File: config.mk
export PLATFORM = sky130hd
export DESIGN_NAME = sample_block_top
export DESIGN_NICKNAME = d
export VERILOG_FILES = /design/src/sample_pkg.sv /design/src/scale_cfg_pkg.sv /design/src/scale_cfg_if.sv /design/src/deserializer.sv /design/src/scale_cfg_regs.sv /design/src/block_scaler.sv /design/src/serializer.sv /design/src/sample_block_top.sv
export SDC_FILE = /design/constraint.sdc
export NUM_CORES = 2
export LEC_CHECK = 0
export ABC_AREA = 1
export BUFFER_PORTS_ARGS = -buffer_cell sky130_fd_sc_hd__buf_2
export CORE_ASPECT_RATIO = 1.5
export CORE_MARGIN = 5
export CORE_UTILIZATION = 61
export CTS_BUF_LIST = sky130_fd_sc_hd__clkbuf_8
export DETAILED_ROUTE_END_ITERATION = 6
export PLACE_DENSITY = 0.8
export SLEW_MARGIN = 20
export SYNTH_ARGS = -nofsm -noshare
export SYNTH_HDL_FRONTEND = slang
export SYNTH_HIERARCHICAL = 1
export SYNTH_SLANG_ARGS = --single-unit
File: constraint.sdc
create_clock -name clk -period 7.3 [get_ports clk]
set_clock_uncertainty 0.2 [all_clocks]
set_input_delay 0.73 -clock clk [delete_from_list [all_inputs] [get_ports clk]]
set_output_delay 0.73 -clock clk [all_outputs]
set_load 0.01 [all_outputs]
File: src/sample_pkg.sv
package sample_pkg;

  // samples per block, fixed at build time
  localparam int n_samples = 8;
  localparam int idx_w = 3;  // enough bits to address every sample in a block

  // one signed audio-rate sample as it travels on the stream
  typedef logic signed [15:0] sample_t;

  // a whole block moves between stages as one unpacked array
  typedef sample_t block_t [n_samples];

  // position of a sample inside its block
  typedef logic [idx_w-1:0] idx_t;

  // largest and smallest value a sample can hold
  localparam sample_t sample_max = 16'sh7fff;
  localparam sample_t sample_min = 16'sh8000;

  // index of the last sample in a block
  localparam idx_t last_idx = idx_t'(n_samples - 1);

endpackage

File: src/scale_cfg_pkg.sv
package scale_cfg_pkg;

  typedef logic [7:0] gain_t;  // unsigned gain applied to each sample
  typedef logic [3:0] shift_t;  // right shift applied after the multiply
  typedef logic [1:0] ctrl_t;  // mode bits of the control register
  typedef logic [1:0] cfg_addr_t;
  typedef logic [7:0] cfg_data_t;

  // register map of the write port
  localparam cfg_addr_t addr_gain = 2'd0;
  localparam cfg_addr_t addr_shift = 2'd1;
  localparam cfg_addr_t addr_ctrl = 2'd2;

  // bit positions inside the control register
  localparam int ctrl_round_bit = 0;
  localparam int ctrl_sat_bit = 1;

  // values after reset give a unity path with no rounding and no clamping
  localparam gain_t gain_reset = 8'd1;
  localparam shift_t shift_reset = 4'd0;
  localparam ctrl_t ctrl_reset = 2'b00;

endpackage

File: src/scale_cfg_if.sv
`timescale 1ns/100ps

interface scale_cfg_if
  import scale_cfg_pkg::*;
();

  gain_t gain;
  shift_t shift;
  logic round_en;  // add half an output step before the shift
  logic sat_en;  // clamp instead of wrapping

  // the register block owns the configuration
  modport cfg_src(output gain, output shift, output round_en, output sat_en);

  // the scaler only reads it
  modport cfg_dst(input gain, input shift, input round_en, input sat_en);

endinterface

File: src/deserializer.sv
`timescale 1ns/100ps

module deserializer
  import sample_pkg::*;
(
  input logic clk,
  input logic reset,

  input logic in_valid,
  output logic in_ready,
  input sample_t in_sample,

  output logic blk_valid,
  input logic blk_ready,
  output block_t blk_data
);

  typedef enum logic {
    st_collect,
    st_full
  } state_t;

  state_t state;
  state_t state_next;
  idx_t count;
  logic in_fire;
  logic [n_samples-1:0] wr_sel;
  sample_t sample_q [n_samples];

  assign in_ready = (state == st_collect);
  assign blk_valid = (state == st_full);
  assign in_fire = in_valid && in_ready;

  // one-hot select of the register that takes the current sample
  assign wr_sel = in_fire ? (n_samples'(1) << count) : '0;

  always_comb begin
    state_next = state;
    case (state)
      st_collect: begin
        if (in_fire && count == last_idx) begin
          state_next = st_full;
        end
      end
      st_full: begin
        if (blk_ready) begin
          state_next = st_collect;  // block leaves on this edge
        end
      end
      default: state_next = st_collect;
    endcase
  end

  always_ff @(posedge clk) begin
    if (reset) begin
      state <= st_collect;
      count <= '0;
    end else begin
      state <= state_next;
      if (in_fire) begin
        count <= count + idx_t'(1);  // wraps back to 0 after the last sample
      end
    end
  end

  always_ff @(posedge clk) begin
    for (int i = 0; i < n_samples; i++) begin
      if (wr_sel[i]) begin
        sample_q[i] <= in_sample;
      end
    end
  end

  assign blk_data = sample_q;

endmodule

File: src/scale_cfg_regs.sv
`timescale 1ns/100ps

module scale_cfg_regs
  import scale_cfg_pkg::*;
(
  input logic clk,
  input logic reset,

  input logic cfg_wr_en,
  input cfg_addr_t cfg_addr,
  input cfg_data_t cfg_data,

  scale_cfg_if.cfg_src cfg
);

  gain_t gain_q;
  shift_t shift_q;
  ctrl_t ctrl_q;

  always_ff @(posedge clk) begin
    if (reset) begin
      gain_q <= gain_reset;
      shift_q <= shift_reset;
      ctrl_q <= ctrl_reset;
    end else if (cfg_wr_en) begin
      case (cfg_addr)
        addr_gain: begin
          gain_q <= cfg_data;
        end
        addr_shift: begin
          shift_q <= cfg_data[3:0];  // upper bits of the write are dropped
        end
        addr_ctrl: begin
          ctrl_q <= cfg_data[1:0];
        end
        default: begin
          // address 3 has no register behind it
        end
      endcase
    end
  end

  assign cfg.gain = gain_q;
  assign cfg.shift = shift_q;
  assign cfg.round_en = ctrl_q[ctrl_round_bit];
  assign cfg.sat_en = ctrl_q[ctrl_sat_bit];

endmodule

File: src/block_scaler.sv
`timescale 1ns/100ps

module block_scaler
  import sample_pkg::*;
  import scale_cfg_pkg::*;
(
  input logic clk,
  input logic reset,

  scale_cfg_if.cfg_dst cfg,

  input logic blk_valid,
  output logic blk_ready,
  input block_t blk_data,

  output logic sc_valid,
  input logic sc_ready,
  output block_t sc_data
);

  logic valid_q;
  logic blk_fire;
  block_t scaled;
  block_t sc_data_q;

  // multiply, optional round, arithmetic shift, then clamp or wrap
  function automatic sample_t scale_sample(sample_t s, gain_t g, shift_t sh, logic rnd,
                                           logic sat);
    logic signed [24:0] prod;
    logic signed [24:0] shifted;
    prod = s * $signed({1'b0, g});  // 24 bits suffice, one spare bit covers the round add
    if (rnd && sh != 4'd0) begin
      prod = prod + (25'sd1 <<< (sh - 4'd1));
    end
    shifted = prod >>> sh;
    if (sat) begin
      if (shifted > 25'sd32767) begin
        return sample_max;
      end
      if (shifted < -25'sd32768) begin
        return sample_min;
      end
    end
    return sample_t'(shifted[15:0]);
  endfunction

  always_comb begin
    for (int i = 0; i < n_samples; i++) begin
      scaled[i] = scale_sample(blk_data[i], cfg.gain, cfg.shift, cfg.round_en, cfg.sat_en);
    end
  end

  // the output register frees up on the same edge it is read out
  assign blk_ready = !valid_q || sc_ready;
  assign blk_fire = blk_valid && blk_ready;

  always_ff @(posedge clk) begin
    if (reset) begin
      valid_q <= 1'b0;
    end else if (blk_fire) begin
      valid_q <= 1'b1;
    end else if (sc_ready) begin
      valid_q <= 1'b0;
    end
  end

  always_ff @(posedge clk) begin
    if (blk_fire) begin
      sc_data_q <= scaled;  // configuration is sampled with the block
    end
  end

  assign sc_valid = valid_q;
  assign sc_data = sc_data_q;

endmodule

File: src/serializer.sv
`timescale 1ns/100ps

module serializer
  import sample_pkg::*;
(
  input logic clk,
  input logic reset,

  input logic sc_valid,
  output logic sc_ready,
  input block_t sc_data,

  output logic out_valid,
  input logic out_ready,
  output sample_t out_sample
);

  typedef enum logic {
    st_empty,
    st_sending
  } state_t;

  state_t state;
  idx_t rd_idx;
  logic sc_fire;
  logic out_fire;
  block_t buf_q;

  assign sc_ready = (state == st_empty);
  assign out_valid = (state == st_sending);
  assign sc_fire = sc_valid && sc_ready;
  assign out_fire = out_valid && out_ready;

  always_ff @(posedge clk) begin
    if (reset) begin
      state <= st_empty;
      rd_idx <= '0;
    end else begin
      case (state)
        st_empty: begin
          if (sc_fire) begin
            state <= st_sending;
            rd_idx <= '0;
          end
        end
        st_sending: begin
          if (out_fire) begin
            rd_idx <= rd_idx + idx_t'(1);
            if (rd_idx == last_idx) begin
              state <= st_empty;  // last sample is gone, take the next block
            end
          end
        end
        default: state <= st_empty;
      endcase
    end
  end

  always_ff @(posedge clk) begin
    if (sc_fire) begin
      buf_q <= sc_data;
    end
  end

  assign out_sample = buf_q[rd_idx];

endmodule

File: src/sample_block_top.sv
`timescale 1ns/100ps

module sample_block_top
  import sample_pkg::*;
  import scale_cfg_pkg::*;
(
  input logic clk,
  input logic reset,

  input logic cfg_wr_en,
  input cfg_addr_t cfg_addr,
  input cfg_data_t cfg_data,

  input logic in_valid,
  output logic in_ready,
  input sample_t in_sample,

  output logic out_valid,
  input logic out_ready,
  output sample_t out_sample
);

  logic blk_valid;
  logic blk_ready;
  block_t blk_data;

  logic sc_valid;
  logic sc_ready;
  block_t sc_data;

  scale_cfg_if cfg_bus ();

  deserializer u_deserializer (
    .clk(clk),
    .reset(reset),
    .in_valid(in_valid),
    .in_ready(in_ready),
    .in_sample(in_sample),
    .blk_valid(blk_valid),
    .blk_ready(blk_ready),
    .blk_data(blk_data)
  );

  scale_cfg_regs u_cfg_regs (
    .clk(clk),
    .reset(reset),
    .cfg_wr_en(cfg_wr_en),
    .cfg_addr(cfg_addr),
    .cfg_data(cfg_data),
    .cfg(cfg_bus.cfg_src)
  );

  // one block in flight between the collector and the output stage
  block_scaler u_scaler (
    .clk(clk),
    .reset(reset),
    .cfg(cfg_bus.cfg_dst),
    .blk_valid(blk_valid),
    .blk_ready(blk_ready),
    .blk_data(blk_data),
    .sc_valid(sc_valid),
    .sc_ready(sc_ready),
    .sc_data(sc_data)
  );

  serializer u_serializer (
    .clk(clk),
    .reset(reset),
    .sc_valid(sc_valid),
    .sc_ready(sc_ready),
    .sc_data(sc_data),
    .out_valid(out_valid),
    .out_ready(out_ready),
    .out_sample(out_sample)
  );

endmodule

; ---- Word level (Yosys, flattened, before mapping)
; Index checks and enable logic that the tools add are counted.
[classes]
mux = 104
bitwise_logic = 3
add_sub_neg = 11
eq_ne = 7
magnitude_cmp = 17
shift = 10
reduce_logical = 14
n_mul = 8
[ops]
columns = cell, count
row1 = $mux 16, 42
row2 = $add 25x25->25, 8
row3 = $gt 25x16->1 const B, 8
row4 = $lt 25x16->1 const B, 8
row5 = $mul 16x9->25, 8
row6 = $mux 25, 8
row7 = $sshr 25x4->25, 8
row8 = $bmux 16 s3, 1
row9 = $mux 1, 47
row10 = $sshl 2x4->25 const A, 1
row11 = $mux 8, 1
row12 = $reduce_and 2->1, 4
row13 = $shl 1x3->8 const A, 1
row14 = $add 3x1->3 const B, 2
row15 = $eq 3x3->1 const B, 2
row16 = $logic_and 1x1->1, 6
row17 = $mux 3, 2
row18 = $pmux 3 s2, 1
row19 = $ge 4x4->1 const B, 1
row20 = $ne 2x2->1 const B, 2
row21 = $not 3->4, 1
row22 = $pmux 1 s2, 2
row23 = $reduce_bool 4->1, 1
row24 = $sub 4x1->4 const B, 1
row25 = 7 further kinds, 8
[totals]
input_bits = 31
ff_bits = 407
out_inout_bits = 18

; ---- Depth between registers and ports, before layout
[depth]
ltp_word = 11
depth_mapped = 51
mapped_depth_nobuf = 47

; ---- By module
; Netlist, hierarchy kept.
[by_module_without_submodules]
columns = mod, n_inst, area_each_um2, cells_per_inst, seq_area_each_um2
row1 = block_scaler, 1, 63055.5, 9737, 3863.7
row2 = serializer, 1, 5805.6, 578, 3923.8
row3 = deserializer, 1, 4151.5, 175, 3923.8
row4 = scale_cfg_regs, 1, 625.6, 93, 280.3

; ---- Worst setup path before layout
; No wires, ideal clock.
[synth_timing]
path_kind = register -> register
startpoint = register u_serializer.state (netlist: u_serializer/out_valid)
endpoint = register u_scaler.sc_data_q (netlist bit u_scaler/sc_data[0]) (enable)
stages_incl_launch_ff = 4
t_required_ns = 6.443
t_arrival_ns = 6.599
period_less_slack_ns = 7.456
setup_slack_ns = -0.156
cell_sequence = dfxtp_1 -> inv_1 -> inv_1 -> a21oi_1
[synth_between]
elab_chain_cells = 3
[synth_rtl]
columns = element, line
row1 = "start, declared", serializer.sv:23  ; state_t state;
row2 = "start signal, assigned", serializer.sv:36  ; state <= st_empty;
row3 = "start signal, assigned", serializer.sv:42  ; state <= st_sending;
row4 = "start signal, assigned", serializer.sv:50  ; state <= st_empty;
row5 = $not 1->1, serializer.sv:29  ; assign sc_ready = (state == st_empty);
row6 = named net sc_ready, sample_block_top.sv:28  ; logic sc_ready;
row7 = $logic_or 1x1->1, block_scaler.sv:54  ; assign blk_ready = !valid_q || sc_ready;
row8 = $logic_and 1x1->1, block_scaler.sv:55  ; assign blk_fire = blk_valid && blk_ready;
row9 = named net u_scaler.blk_fire, block_scaler.sv:22  ; logic blk_fire;
row10 = "end signal, assigned", block_scaler.sv:69  ; sc_data_q <= scaled;
row11 = "end, declared", block_scaler.sv:24  ; block_t sc_data_q;
; The timed path passes the listed nets, and every way through them passes these cells.
; A chain may end at the register's enable or synchronous reset.

==> impl_results.md <==
- Worst Max-Slew Pin Slew: 1030 ps
- Endpoints failing setup: 27
- Initial Utilization: between 60% and 70%
- Syn Nets: ~12000
- Core box area: about 120000 um^2
- Avg Cell Area, Syn: between 6 and 7 um^2
- Max-capacitance violation count: 0
- Final Power: around 18 mW
- Share of post-route cells with drive strength above 1: between 10% and 20%
- Failing checks: design-rule violations, negative setup slack
- Critical setup path kind: register to register
- Ranking of synthesized cells by area: fa_1 22%, nand2_1 17%, edfxtp_1 16%
- Gr ovfl total: 0
- Placed cell count: around 12000
- Num rows: 156
- Setup slack after layout: -52.9 ps
- TritonCTS clock tree: yes
- Detailed placer's ending HPWL: approximately 180 mm
- H-tree levels: 3
- Antenna Violating Nets Remaining: 0
- Slew margin rel.: a little under a third
- Min cycle time layout: ~7400 ps
- Startpoint Class: register
- Most instantiated library cell after synthesis: nand2_1
- Initial antenna violation count: 3
- Distinct cells, synth: 67
- Data required, critical path: 7540 ps
- Num CTS Buffers: 70
- CTS Buffer Depth: 3
- Vias per inst: 5.65
- Final Hold Fails: 0
- Top cell type's share of synthesized area: ~22%
- Crit-path max FO: 8
- Fraction of registers with async set/reset: 0%
- Max frequency: 0.136 GHz
- Top post-synthesis cells by count: 3295 x nand2_1, 2095 x inv_1, 891 x nand3_1
- Worst-Skew Late Latency: about 740 ps
- Met3 global-route usage: under 10%
- Max Slew Vio Count: 0
- Vias: slightly above 70000
- Max incr delay on CP: around 570 ps
- Synth warn: 6
- EDFF count, synth: 384
- Crit share post-route: 101%
- Crit. End Element: register
- Clock sink count: between 400 and 500
- Io pins: 49
- Worst-path clk slew: around 60 ps
- #FFs+latches synth: 407
- Port Buf Inserts: 48
- Post-CTS Hold Fix Bufs: 0
- Status: complete, but fails checks
- Layout Cells excl Fill: roughly 13000
- HP Class: primary input to register
- Initial DRC count: between 6000 and 7000
- Final nets: ~12000
- Die Y-Extent: between 400 and 500 um
- DR DRC count: 3
- PD cells: 210 nW/um^2
- Worst path most repeated cell: nand2_1
- Fillcell total: between 9000 and 10000
- Total routed wirelength: 235 mm
- GRT Overall Usage: between 30% and 40%
- Max rail drop VDD: 0.000184 V
- GP Congestion: approximately 1
- Wirelength per Cell: about 19 um
- Synth Flop Type: edfxtp_1
- First-pass GRT wire length: between 300 and 400 mm
- Syn-to-layout area delta: 15.7%
- Grt met1 use: between 40% and 50%
- Chip Width: ~290 um
- Highest-delay cell along the critical path: fa_1
- Largest net degree at the start of global routing: 110
- Busiest metal layer after global routing: met2
- Arr. time, crit path: 7590 ps
- Cells after synthesis: 10600
- Root Driver: clkbuf_8
- DRT Pass-1 Iters: 7
- Mapped Area: 73600 um^2
- Sequential area share after synthesis: ~16%
- P_leak: between 40 and 50 nW
- Synth area leader: fa_1
- Met2 usage: between 50% and 60%
- Vias in the first global route: roughly 70000
- RSZ-0062 raised after global routing: yes
- Die area: 128000 um^2
## placed cells by master, fill, tap and decap left out, drive strengths merged, types with 384 or more instances in the layout
| master | count |
|---|---|
| nand2 | 3329 |
| inv | 2125 |
| nand3 | 916 |
| fa | 824 |
| buf | 721 |
| ha | 537 |
| o21ai | 513 |
| nor2 | 441 |
| a21oi | 423 |
| edfxtp | 384 |
## cells by family (layout without fill, tap and decap cells)
family	count (synthesis)	after routing	synth area share (%)
flip-flops	407	407	16.3
XOR/XNOR	141	141	1.70
buffers and inverters	2597	2976	13.9
AO/OA/AOI/OAI	1147	1147	8.56
other	0	8	0
AND/OR/NAND/NOR	4905	4916	27.7
multiplexers	25	25	0.340
adder cells (fa/ha/maj)	1361	1361	31.5
## per-stage QoR
stage	hold WS, ps	area, um^2	util (%)	worst slack [ps]	TNS, ps
2_1_floorplan	200	73600	-	70.7	0
3_3_place_gp	201	78300	65.1	-131	-4780
3_5_place_dp	205	78300	65.1	-252	-21610
4_1_cts	72.8	80500	66.9	2.22	0
5_1_grt	177	85200	70.9	-303	-28130
6_report	132	85200	70.9	-52.9	-758
## what timing repair did
item	4_1_cts	5_1_grt
gates resized for setup	79	862
buffers inserted	25	76
pin swaps	17	313
gates cloned	5	20
endpoints found under the setup margin	128	128
## layout make-up
| class | instances | area [um^2] | area share [%] |
|---|---|---|---|
| multi-input cells | 7590 | 55400 | 65.1 |
| well taps | 1580 | 1980 | 2.32 |
| diodes | 8 | 20.0 | 0.0235 |
| inverters | 2114 | 7970 | 9.35 |
| clock buffers | 74 | 1020 | 1.20 |
| flip-flops and latches | 407 | 12000 | 14.1 |
| clock inverters | 53 | 420 | 0.493 |
| repair buffers | 735 | 6330 | 7.43 |
## worst max-delay path: cells and delay by family, from the launching register on
family          cells  cell delay (ps)
buf+inv             9              950
xor+xnor            1              270
compound gates      3              440
fa+ha+maj           6             2560
simple gates       23             2200
flops               1              400
## layer usage
layer  vias to the layer above  wire length [um]
met4                         0             15600
li1                      33500                 -
met1                     33600             89000
met3                       706             20500
met2                      3259            110000
met5                         -                 0
## where the power goes
group,switching [mW],total [mW],leakage (nW),internal (mW)
registers,0.0540,2.72,3.66,2.67
logic,8.06,13.0,40.7,4.95
clock network,1.03,2.16,0.743,1.14
## state kept, by name (all words and copies together), names as in the netlist
name                      flops
u_scaler/sc_valid             1
u_deserializer/blk_valid      1
u_deserializer/count          3
u_serializer/out_valid        1
u_cfg_regs/ctrl_q             2
u_cfg_regs/cfg.shift          4
u_scaler/sc_data            128
u_deserializer/blk_data     128
u_serializer/buf_q          128
u_serializer/rd_idx           3
u_cfg_regs/cfg.gain           8
## final timing paths
kind	startpoint	end	slack, ps	cells past startpoint
worst max register to register	u_cfg_regs/cfg.gain[2]$_SDFFE_PP0P_	u_scaler/sc_data[29]$_DFFE_PP_	-50	42
worst max-delay path	u_cfg_regs/cfg.gain[2]$_SDFFE_PP0P_	u_scaler/sc_data[29]$_DFFE_PP_	-50	42
worst min register to register	u_scaler/sc_data[122]$_DFFE_PP_	u_serializer/buf_q[122]$_DFFE_PP_	210	0
worst min-delay path	cfg_data[5]	u_cfg_regs/cfg.gain[5]$_SDFFE_PP0P_	130	5
Note: power is estimated with default switching activity, not from simulation.
